[src/design/icache_pkg.sv]
// Instruction cache shared definitions
package icache_pkg;

	// ====================
	// Sizes and constants
	// ====================
	localparam int ADDR_W = 32;
	localparam int LINE_W = 128;
	localparam int BEAT_W = 64;
	localparam int WORD_W = 32;
	localparam int WORDS = LINE_W / WORD_W;
	localparam int INDEX_W = 4;
	localparam int NUM_LINES = 1 << INDEX_W;
	// Byte offset within a 16-byte line
	localparam int OFFS_W = 4;
	localparam int TAG_W = ADDR_W - INDEX_W - OFFS_W;
	localparam int WAIT_CNT_W = 3;
	localparam int FILL_CNT_W = 32;

	localparam logic [ADDR_W-1:0] RESET_PC = 32'hFFFC0000;
	localparam logic [WAIT_CNT_W-1:0] ROM_READ_LAT = 3'd1;
	localparam logic [WAIT_CNT_W-1:0] L1_WRITE_LAT = 3'd3;
	// RISC-V style addi x0,x0,0
	localparam logic [WORD_W-1:0] NOP_WORD = 32'h00000013;
	localparam logic [WORD_W-1:0] ROM_SIGNATURE = 32'h5A3C_96E1;

	// Bus cycle type identifiers
	localparam logic [2:0] CTI_CLASSIC = 3'b000;
	localparam logic [2:0] CTI_INCR = 3'b001;
	localparam logic [2:0] CTI_END = 3'b111;

	// ====================
	// Types
	// ====================
	typedef logic [ADDR_W-1:0] addr_t;
	typedef logic [LINE_W-1:0] line_t;

	typedef enum logic [1:0] {
		FLT_NONE = 2'd0,
		FLT_BUS  = 2'd3
	} fault_e;

	// One write into the cache arrays
	typedef struct packed {
		logic [INDEX_W-1:0] index;
		logic [TAG_W-1:0]   tag;
		line_t              line;
		fault_e             flt;
	} fill_s;

	typedef struct packed {
		logic       cyc;
		logic       stb;
		logic [2:0] cti;
		addr_t      adr;
	} bus_req_s;

	typedef struct packed {
		logic              ack;
		logic              err;
		logic [BEAT_W-1:0] dat;
	} bus_rsp_s;

	// Boot ROM region is the top 256 KB of the address space
	function automatic logic is_rom_addr(input addr_t adr);
		return &adr[ADDR_W-1:18];
	endfunction

endpackage

[src/design/l1_icache.sv]
// Direct-mapped L1 instruction cache
`timescale 1ns/1ps

module l1_icache (
	input  logic                               clk,
	input  logic                               rst_i,
	input  icache_pkg::addr_t                  lookup_adr_i,
	output logic                               hit_o,
	output icache_pkg::line_t                  line_o,
	output icache_pkg::fault_e                 flt_o,
	input  logic                               fill_we_i,
	input  icache_pkg::fill_s                  fill_i,
	input  logic                               inv_we_i,
	input  logic [icache_pkg::INDEX_W-1:0]     inv_index_i
);

	// ====================
	// Storage
	// ====================
	icache_pkg::line_t                data_mem [icache_pkg::NUM_LINES];
	logic [icache_pkg::TAG_W-1:0]     tag_mem [icache_pkg::NUM_LINES];
	icache_pkg::fault_e               flt_mem [icache_pkg::NUM_LINES];
	logic [icache_pkg::NUM_LINES-1:0] valid;

	logic [icache_pkg::INDEX_W-1:0]   lk_index;
	logic [icache_pkg::TAG_W-1:0]     lk_tag;

	// Split the fetch address into index and tag
	assign lk_index = lookup_adr_i[icache_pkg::OFFS_W +: icache_pkg::INDEX_W];
	assign lk_tag = lookup_adr_i[icache_pkg::ADDR_W-1 -: icache_pkg::TAG_W];

	// ====================
	// Lookup
	// ====================
	// Hit path is purely combinational
	assign hit_o = valid[lk_index] && (tag_mem[lk_index] == lk_tag);
	assign line_o = data_mem[lk_index];
	assign flt_o = flt_mem[lk_index];

	// Line contents, written only by the miss controller
	always_ff @(posedge clk) begin
		if (fill_we_i) begin
			data_mem[fill_i.index] <= fill_i.line;
			tag_mem[fill_i.index] <= fill_i.tag;
			flt_mem[fill_i.index] <= fill_i.flt;
		end
	end

	// Valid bits
	// Fill sets one entry, invalidate clears one
	always_ff @(posedge clk) begin
		if (rst_i) begin
			valid <= '0;
		end else begin
			if (fill_we_i) begin
				valid[fill_i.index] <= 1'b1;
			end
			if (inv_we_i) begin
				valid[inv_index_i] <= 1'b0;
			end
		end
	end

	// Controller sequences fill and invalidate in separate states
	// so the two write ports never collide
	assert property (@(posedge clk) disable iff (rst_i)
		!(fill_we_i && inv_we_i))
	else $error("l1_icache: fill and invalidate in the same cycle");

endmodule

[src/design/boot_rom.sv]
// Boot ROM line source
`timescale 1ns/1ps

module boot_rom (
	input  logic              clk,
	input  icache_pkg::addr_t adr_i,
	output icache_pkg::line_t line_o
);

	icache_pkg::addr_t line_base;
	icache_pkg::line_t rom_line_d;
	// Read pipeline, models the synchronous ROM macro
	icache_pkg::line_t rom_pipe [icache_pkg::ROM_READ_LAT];

	assign line_base = {adr_i[icache_pkg::ADDR_W-1:icache_pkg::OFFS_W],
		{icache_pkg::OFFS_W{1'b0}}};

	// Each word is its own byte address XOR the signature
	always_comb begin
		for (int w = 0; w < icache_pkg::WORDS; w++) begin
			rom_line_d[w*icache_pkg::WORD_W +: icache_pkg::WORD_W] =
				(line_base + icache_pkg::addr_t'(w * (icache_pkg::WORD_W / 8)))
				^ icache_pkg::ROM_SIGNATURE;
		end
	end

	always_ff @(posedge clk) begin
		rom_pipe[0] <= rom_line_d;
		for (int i = 1; i < icache_pkg::ROM_READ_LAT; i++) begin
			rom_pipe[i] <= rom_pipe[i-1];
		end
	end

	assign line_o = rom_pipe[icache_pkg::ROM_READ_LAT-1];

endmodule

[src/design/icache_miss_ctrl.sv]
// Instruction cache miss controller
`timescale 1ns/1ps

module icache_miss_ctrl (
	input  logic                                clk,
	input  logic                                rst_i,
	input  logic                                fetch_req_i,
	input  icache_pkg::addr_t                   fetch_adr_i,
	input  logic                                hit_i,
	output logic                                idle_o,
	input  logic                                inv_i,
	input  icache_pkg::addr_t                   inv_adr_i,
	output icache_pkg::addr_t                   rom_adr_o,
	input  icache_pkg::line_t                   rom_line_i,
	output logic                                fill_we_o,
	output icache_pkg::fill_s                   fill_o,
	output logic                                inv_we_o,
	output logic [icache_pkg::INDEX_W-1:0]      inv_index_o,
	output icache_pkg::bus_req_s                bus_req_o,
	input  icache_pkg::bus_rsp_s                bus_rsp_i,
	output logic [icache_pkg::FILL_CNT_W-1:0]   fill_count_o
);

	typedef enum logic [2:0] {
		IDLE,
		ROM_WAIT,
		BUS_BEAT,
		FILL,
		WRITE_WAIT
	} state_e;

	state_e                              state;
	// Line-aligned address of the miss being serviced
	icache_pkg::addr_t                   miss_adr;
	logic [icache_pkg::WAIT_CNT_W-1:0]   wait_cnt;
	// Low for the first beat and high for the second
	logic                                beat;
	icache_pkg::line_t                   fill_line;
	icache_pkg::fault_e                  fill_flt;
	logic                                inv_pend;
	icache_pkg::addr_t                   inv_adr_r;
	icache_pkg::bus_req_s                bus_req;
	logic [icache_pkg::FILL_CNT_W-1:0]   fill_count;

	// ====================
	// Main state machine
	// ====================
	always_ff @(posedge clk) begin
		if (rst_i) begin
			state <= IDLE;
			miss_adr <= icache_pkg::RESET_PC;
			wait_cnt <= '0;
			beat <= 1'b0;
			inv_pend <= 1'b0;
			bus_req.cyc <= 1'b0;
			bus_req.stb <= 1'b0;
			bus_req.cti <= icache_pkg::CTI_CLASSIC;
			fill_count <= '0;
		end else begin
			case (state)
			IDLE: begin
				// Pending invalidate wins over a miss and takes this cycle
				if (inv_pend) begin
					inv_pend <= 1'b0;
				end else if (fetch_req_i && !hit_i) begin
					miss_adr <= {fetch_adr_i[icache_pkg::ADDR_W-1:icache_pkg::OFFS_W],
						{icache_pkg::OFFS_W{1'b0}}};
					wait_cnt <= '0;
					beat <= 1'b0;
					if (icache_pkg::is_rom_addr(fetch_adr_i))
						state <= ROM_WAIT;
					else
						state <= BUS_BEAT;
				end
			end
			ROM_WAIT: begin
				// ROM data is ready once the read latency has passed
				wait_cnt <= wait_cnt + 1'b1;
				if (wait_cnt == icache_pkg::ROM_READ_LAT) begin
					fill_line <= rom_line_i;
					fill_flt <= icache_pkg::FLT_NONE;
					state <= FILL;
				end
			end
			BUS_BEAT: begin
				if (!bus_req.cyc) begin
					// Open the burst at the line base
					bus_req.cyc <= 1'b1;
					bus_req.stb <= 1'b1;
					bus_req.cti <= icache_pkg::CTI_INCR;
					bus_req.adr <= miss_adr;
				end else if (bus_rsp_i.err) begin
					// Abort and fill the line with NOPs
					bus_req.cyc <= 1'b0;
					bus_req.stb <= 1'b0;
					bus_req.cti <= icache_pkg::CTI_CLASSIC;
					fill_line <= {icache_pkg::WORDS{icache_pkg::NOP_WORD}};
					fill_flt <= icache_pkg::FLT_BUS;
					fill_count <= fill_count + 1'b1;
					state <= FILL;
				end else if (bus_rsp_i.ack) begin
					if (!beat) begin
						fill_line[icache_pkg::BEAT_W-1:0] <= bus_rsp_i.dat;
						beat <= 1'b1;
						bus_req.cti <= icache_pkg::CTI_END;
						bus_req.adr <= bus_req.adr +
							icache_pkg::addr_t'(icache_pkg::BEAT_W / 8);
					end else begin
						// Last beat closes the cycle
						fill_line[icache_pkg::LINE_W-1:icache_pkg::BEAT_W] <= bus_rsp_i.dat;
						fill_flt <= icache_pkg::FLT_NONE;
						bus_req.cyc <= 1'b0;
						bus_req.stb <= 1'b0;
						bus_req.cti <= icache_pkg::CTI_CLASSIC;
						fill_count <= fill_count + 1'b1;
						state <= FILL;
					end
				end
			end
			FILL: begin
				// Write strobe is high for exactly this cycle
				wait_cnt <= '0;
				state <= WRITE_WAIT;
			end
			WRITE_WAIT: begin
				// Let the L1 write settle before fetch resumes
				wait_cnt <= wait_cnt + 1'b1;
				if (wait_cnt == icache_pkg::L1_WRITE_LAT)
					state <= IDLE;
			end
			default: begin
				state <= IDLE;
			end
			endcase

			// Invalidate requests are latched in any state
			if (inv_i) begin
				inv_pend <= 1'b1;
				inv_adr_r <= inv_adr_i;
			end
		end
	end

	// ====================
	// Outputs
	// ====================
	assign idle_o = (state == IDLE) && !inv_pend;
	assign inv_we_o = (state == IDLE) && inv_pend;
	assign inv_index_o = inv_adr_r[icache_pkg::OFFS_W +: icache_pkg::INDEX_W];
	assign fill_we_o = (state == FILL);
	assign rom_adr_o = miss_adr;
	assign bus_req_o = bus_req;
	assign fill_count_o = fill_count;

	always_comb begin
		fill_o.index = miss_adr[icache_pkg::OFFS_W +: icache_pkg::INDEX_W];
		fill_o.tag = miss_adr[icache_pkg::ADDR_W-1 -: icache_pkg::TAG_W];
		fill_o.line = fill_line;
		fill_o.flt = fill_flt;
	end

	// Strobe only inside an open cycle of the burst state
	assert property (@(posedge clk) disable iff (rst_i)
		bus_req.stb |-> bus_req.cyc && (state == BUS_BEAT))
	else $error("icache_miss_ctrl: stb without cyc");

	// Back-pressure holds the request until the slave answers
	assert property (@(posedge clk) disable iff (rst_i)
		bus_req.cyc && !bus_rsp_i.ack && !bus_rsp_i.err |=> bus_req.cyc)
	else $error("icache_miss_ctrl: cyc dropped before ack or err");

endmodule

[src/design/icache_subsys.sv]
// Instruction fetch cache subsystem
`timescale 1ns/1ps

module icache_subsys (
	input  logic                                clk,
	input  logic                                rst_i,
	input  logic                                fetch_req_i,
	input  icache_pkg::addr_t                   fetch_adr_i,
	output logic                                fetch_valid_o,
	output icache_pkg::line_t                   fetch_line_o,
	output icache_pkg::fault_e                  fetch_flt_o,
	input  logic                                inv_i,
	input  icache_pkg::addr_t                   inv_adr_i,
	output icache_pkg::bus_req_s                bus_req_o,
	input  icache_pkg::bus_rsp_s                bus_rsp_i,
	output logic [icache_pkg::FILL_CNT_W-1:0]   fill_count_o
);

	logic                              hit;
	logic                              idle;
	icache_pkg::addr_t                 rom_adr;
	icache_pkg::line_t                 rom_line;
	logic                              fill_we;
	icache_pkg::fill_s                 fill;
	logic                              inv_we;
	logic [icache_pkg::INDEX_W-1:0]    inv_index;

	// Hit data is only handed out while no refill is in flight
	assign fetch_valid_o = fetch_req_i && hit && idle;

	// ====================
	// Cache arrays
	// ====================
	l1_icache u_l1 (
		.clk          (clk),
		.rst_i        (rst_i),
		.lookup_adr_i (fetch_adr_i),
		.hit_o        (hit),
		.line_o       (fetch_line_o),
		.flt_o        (fetch_flt_o),
		.fill_we_i    (fill_we),
		.fill_i       (fill),
		.inv_we_i     (inv_we),
		.inv_index_i  (inv_index)
	);

	boot_rom u_rom (
		.clk    (clk),
		.adr_i  (rom_adr),
		.line_o (rom_line)
	);

	// Refill and invalidate sequencing
	icache_miss_ctrl u_ctrl (
		.clk          (clk),
		.rst_i        (rst_i),
		.fetch_req_i  (fetch_req_i),
		.fetch_adr_i  (fetch_adr_i),
		.hit_i        (hit),
		.idle_o       (idle),
		.inv_i        (inv_i),
		.inv_adr_i    (inv_adr_i),
		.rom_adr_o    (rom_adr),
		.rom_line_i   (rom_line),
		.fill_we_o    (fill_we),
		.fill_o       (fill),
		.inv_we_o     (inv_we),
		.inv_index_o  (inv_index),
		.bus_req_o    (bus_req_o),
		.bus_rsp_i    (bus_rsp_i),
		.fill_count_o (fill_count_o)
	);

endmodule

[config.mk]
export PLATFORM = sky130hd
export DESIGN_NAME = icache_subsys
export DESIGN_NICKNAME = d
export VERILOG_FILES = /design/src/design/icache_pkg.sv /design/src/design/l1_icache.sv /design/src/design/boot_rom.sv /design/src/design/icache_miss_ctrl.sv /design/src/design/icache_subsys.sv
export SDC_FILE = /design/constraint.sdc
export NUM_CORES = 2
export LEC_CHECK = 0
export BUFFER_PORTS_ARGS = -buffer_cell sky130_fd_sc_hd__buf_2
export CAP_MARGIN = 30
export CORE_MARGIN = 10
export CORE_UTILIZATION = 45
export DETAILED_ROUTE_END_ITERATION = 8
export SLEW_MARGIN = 5
export SYNTH_ARGS = -nofsm -noshare
export SYNTH_HDL_FRONTEND = slang
export SYNTH_SLANG_ARGS = --single-unit
[constraint.sdc]
create_clock -name clk -period 22.1 [get_ports clk]
set_input_delay 4.42 -clock clk [delete_from_list [all_inputs] [get_ports clk]]
set_output_delay 4.42 -clock clk [all_outputs]
set_load 0.1 [all_outputs]
==> Yosys cells after proc, flatten, opt, wreduce, memory -nomap -nowiden <==
Memory sizes are Yosys's and may differ from the RTL's.
Cells that the tools add are included.
{ "totals": {"out_inout_bits": 200, "mem_count": 4, "register_bits": 259, "word_cells": 147, "mem_bits_rw": 2589} }
{ "mem_list": {"columns": ["name", "depth", "word_bits", "read_ports", "rd_clocked_by_memory_dff", "wr", "line", "text"], "rows": [
  ["u_l1.data_mem", 16, 128, 1, 0, 1, "l1_icache.sv:20", "icache_pkg::line_t data_mem [icache_pkg::NUM_LINES];"],
  ["u_l1.tag_mem", 16, 24, 1, 0, 1, "l1_icache.sv:21", "logic [icache_pkg::TAG_W-1:0] tag_mem [icache_pkg::NUM_LINES];"],
  ["u_rom.rom_pipe", 1, 125, 1, 0, 1, "boot_rom.sv:13", "icache_pkg::line_t rom_pipe [icache_pkg::ROM_READ_LAT];"],
  ["u_l1.flt_mem", 16, 2, 1, 0, 1, "l1_icache.sv:22", "icache_pkg::fault_e flt_mem [icache_pkg::NUM_LINES];"]
]} }
{ "op_classes": {"bitwise_logic": 9, "magnitude_cmp": 5, "n_mux": 55, "reduce_logical": 30, "n_addsub": 6, "n_eq_ne": 22} }
{ "ops": {"columns": ["cell", "count"], "rows": [
  ["two-way mux 128 bit", 4],
  ["one-hot mux 128 bit (2 select lines)", 1],
  ["two-way mux 32 bit", 5],
  ["two-way mux 64 bit", 2],
  ["adder 32 x 4 -> 32 bit, second input constant", 3],
  ["inverter 16 bit", 5],
  ["two-way mux 37 bit", 2],
  ["two-way mux 16 bit", 3],
  ["two-way mux 3 bit", 11],
  ["adder 32 x 1 -> 32 bit, second input constant", 1],
  ["adder 32 x 3 -> 32 bit, second input constant", 1],
  ["equality test 24 bit", 1],
  ["AND reduction 6 bit", 3],
  ["AND 16 bit", 1],
  ["bitwise OR 16 bit", 1],
  ["less-than comparator 4 x 5 -> 1 bit, second input constant", 3],
  ["one-hot mux 3 bit (5 select lines)", 1],
  ["two-way mux 2 bit", 7],
  ["AND reduction 14 bit", 1],
  ["two-way mux 1 bit", 12],
  ["inequality test 2 bit, second input constant", 6],
  ["nonzero test 2 bit", 5],
  ["equality test 3 x 2 -> 1 bit, second input constant", 3],
  ["inequality test 3 bit, second input constant", 3],
  ["23 further kinds", 42]
]} }

==> Longest topological paths before layout <==
{ "depth": {"word_depth": 9, "depth_mapped": 14, "depth_no_buf": 9} }

==> Cells and area by module <==
Synthesis repeated with hierarchy kept, for this count alone.
{ "hier_totals": {"cells_unflattened": 4803, "hier_area_um2": 106007.9} }
{ "by_module_without_submodules": {"columns": ["module", "area_per_inst_um2", "n_inst", "cells_each", "seq_area_each_um2"], "rows": [
  ["l1_icache", 93788.7, 1, 3726, 74311.3],
  ["icache_miss_ctrl", 10837.9, 1, 931, 6396.1],
  ["boot_rom", 1375.1, 1, 145, 560.5],
  ["icache_subsys", 6.3, 1, 1, 0.0]
]} }

==> Worst setup path after synthesis <==
No wires, ideal clock.
{ "synth_path": {"kind": "in2out", "startpoint": "in fetch_adr_i[4]", "endpoint": "out fetch_flt_o[1]", "path_stages": 12, "arrival_time_ns": 8.608, "slack_ns": 9.072, "n_path_buf": 9, "required_ns": 17.680, "cell_sequence": "buf_4 buf_4 buf_4 buf_2 buf_2 buf_2 buf_2 buf_2 mux4_2 mux2i_1 a21oi_1 buf_4"} }
{ "synth_between": {"elab_chain_cells": 1} }
{ "synth_lines": {"columns": ["item", "line", "text"], "rows": [
  ["start, declared", "icache_subsys.sv:8", "input icache_pkg::addr_t fetch_adr_i,"],
  ["memory (16 x 2 bit)", null, null],
  ["end, declared", "icache_subsys.sv:11", "output icache_pkg::fault_e fetch_flt_o,"]
]} }
Every way passes these cells.

==> Final worst setup path <==
{ "layout_path": {"startpoint": "in fetch_adr_i[4]", "endpoint": "out fetch_line_o[8]"} }
{ "layout_between": {"elab_chain_cells": 1} }
{ "layout_lines": {"columns": ["item", "line", "text"], "rows": [
  ["memory (16 x 128 bit)", null, null],
  ["end, declared", "icache_subsys.sv:10", "output icache_pkg::line_t fetch_line_o,"]
]} }
Every way passes these cells.

==> results.cfg <==
[setup_path]
critPathTopFamily = buffers and inverters
slowest_stage = buf_4
crit_path_max_fanout = 78
cp.required_ns = 17.68
path_buf_inv = 6
worstPathArrival_ns = 8.95
critPathCaptureType = output pin
cpPeakStageDelay_ns = 0.82
critPathKind = input port to output pin
critPathLaunchType = input port
cpMostUsedCell = buf_4
crit_chain = buf_8, buf_4, buf_4, buf_16, buf_4, mux4_2, mux4_2, buf_2

[cells_and_area]
drive_above_1_share_pct = 30.0
layout_common_cells = edfxtp_1 (2613), mux4_2 (716), clkbuf_16 (297), buf_2 (297), dfxtp_1 (115)
design_area_um2 = 118000
area_delta_synth_final_pct = 14.1
final_common_cell = edfxtp_1
utilization_pct = 51.7
fin_nets = 5082

[synth]
ys_ff_latch = 2729
seq_area_frac_synth_pct = 78.4
synth_top_area_share_pct = 76.1
synthFlopType = edfxtp_1
async_flop_share_pct = 0
ys_types = 57
synth_cells = 4462
netlist_area_um2 = 103000
yosysWarnings = 0
synth_largest_area_cell = edfxtp_1
synth_edf_count = 2613
ys_top_cells_by_area = edfxtp_1 (76%), mux4_2 (16%), dfxtp_1 (2.3%)
syn-num-nets = 4601
avgSynthCellArea_um2 = 23.1

[clock_network]
cts_hold_buffers = 0
clockBufferDepth = 4
post_cts_buffers = 0
cts_tree = built
htreeDepth = 5
post_cts_resized = 0
clk_pin_slew_ns = 0.06
cts.sinks = 2729
root_buffer = clkbuf_16
cts_buffers = 289
clk_latency_ns = 0.92

[global_routing]
grt_antenna_before_repair = 55
grt_pass1_vias = 49700
gr-total-overflow = 0
grt_pass1_wl_um = 385000
track_usage_pct = 21.6
grt_max_degree = 141

[sta]
period_minus_slack_ns = 13.37
finalSetupTns_ns = 0
slew_headroom_pct = 25.4
finalMaxSlewViolations = 0
fin_skew_ns = 0.0706
whs_ns = 0.492
worstMarginPinSlew_ns = 1.12
final_hold_viol_count = 0
setup_viol = 0
finalCritPeriodShare_pct = 60.5
rsz0062_at_grt = false
setup_ws_ns = 8.73
max_freq_ghz = 0.0748

[job]
maxCapViolCount = 0

[worst_hold_path]
hold_class = flip-flop to flip-flop

[pwr]
p_sw_share_pct = 25.6
clkPwrFrac_pct = 37.3
seq_power_share_pct = 52.7
p_sw_uw = 3100
ir_drop_mv = 0.105
power_density_nw_per_um2 = 103
combPwrFrac_pct = 10.0
p_int_uw = 8990
power_leakage_uw = 0.0373

[drt]
wirelength_um = 274000
drtIter0Drc = 5522
wire_per_inst_um = 33.5
vias = 49600
drc = 0
ant_nets = 0
firstDrtPassIters = 7
post_drt_via_cell_ratio = 6.07

[floorplanning]
dieArea_um2 = 249000
io_pins = 334
dieWidth_um = 499
row_count = 175
start_util_pct = 45.3
coreArea_um2 = 228000
die_h_um = 499

[place]
gp_congestion = 0.806
placed_area_um2 = 109000
dp_hpwl_um = 153000
portBuffers = 301
post-place-ws_ns = 8.29

[outcome]
status = finished clean
## through the flow
stage	power, uW	cells
final	12100	8177
after global routing	12500	8166
after CTS	12200	8141
after detailed placement	7700	7653
after global placement	7660	7640
after floorplan	7100	4462
## power groups by stage
stage | Combinational (uW) | Sequential (uW) | Clock [uW]
2_1_floorplan | 639 | 6460 | 0
3_3_place_gp | 1210 | 6450 | 0
6_report | 1210 | 6370 | 4500
5_1_grt | 1250 | 6410 | 4800
4_1_cts | 1230 | 6370 | 4590
3_5_place_dp | 1220 | 6480 | 0
## synth_stat cells, drive strengths merged, types with 14 or more instances
library cell,n
clkbuf,103
nor3,30
nand4,18
xor2,60
nor2b,21
nand3,37
xnor2,24
o21ai,22
edfxtp,2613
nand2,45
nor2,119
a22o,58
and2,14
o22ai,46
mux2i,89
a21oi,39
a211oi,18
and3,17
dfxtp,116
inv,39
mux4,716
buf,126
## state kept, by name, indices dropped and copies added, names as in the netlist
signal and count:
u_ctrl.beat 1, u_ctrl.bus_req_o 36, u_ctrl.rom_adr_o 28, u_ctrl.inv_pend 1, u_ctrl.fill_line 128, u_ctrl.fill_count_o 32, u_l1.valid 16, u_ctrl.fill_flt 1
u_l1.flt_mem 16, u_l1.data_mem 2048, u_ctrl.wait_cnt 3, u_ctrl.state 3, u_ctrl.inv_adr_r 4, u_rom.rom_pipe 28, u_l1.tag_mem 384
## area by class of cell
class	count	area (um^2)
fillers	17800	110000
multi-input cells	1465	21300
clock buffers	383	7900
well taps	3009	3760
inverters	39	154
clock inverters	105	741
diodes	28	70.1
flip-flops and latches	2729	80800
repair buffers	419	2890
## per-layer routing
metal	vias to the layer above	wire length [um]	GRT usage, %
met1	27100	110000	29.7
met2	2129	135000	35.0
met4	12	10700	7.93
li1	19900	-	-
met5	-	82	0
met3	438	19000	3.54
## path summary, 6_finish.rpt
| check | end | slack, ns | startpoint | depth (start not counted) |
|---|---|---|---|---|
| worst max-delay path | fetch_line_o[8] | 8.73 | fetch_adr_i[4] | 8 |
| worst min-delay path | u_ctrl.bus_req_o[32] | 0.49 | u_ctrl.bus_req_o[32] | 2 |
| worst max register to register | u_l1.data_mem[13][29] | 17.64 | u_ctrl.state[2] | 6 |
| worst min register to register | u_ctrl.bus_req_o[32] | 0.49 | u_ctrl.bus_req_o[32] | 2 |
## worst reg2reg max path, cell delays in order (launching register included)
cell,delay (ns)
dfxtp_1,0.43
inv_1,0.20
nand3_1,0.48
or3_1,0.67
nor2_4,0.62
buf_4,0.87
buf_4,0.77
## cells by family (layout without fill, tap and decap cells)
logic type / after synthesis / after routing / share of synthesized area (%)
fa+ha+maj: 5 / 5 / 0.0607
other cells: 0 / 28 / 0
simple gates: 340 / 340 / 1.61
compound gates: 224 / 224 / 1.55
flops: 2729 / 2729 / 78.4
xor+xnor: 84 / 84 / 0.714
buf+inv: 268 / 946 / 1.12
mux: 812 / 812 / 16.6
No activity file was read; power rests on OpenSTA's default activity.
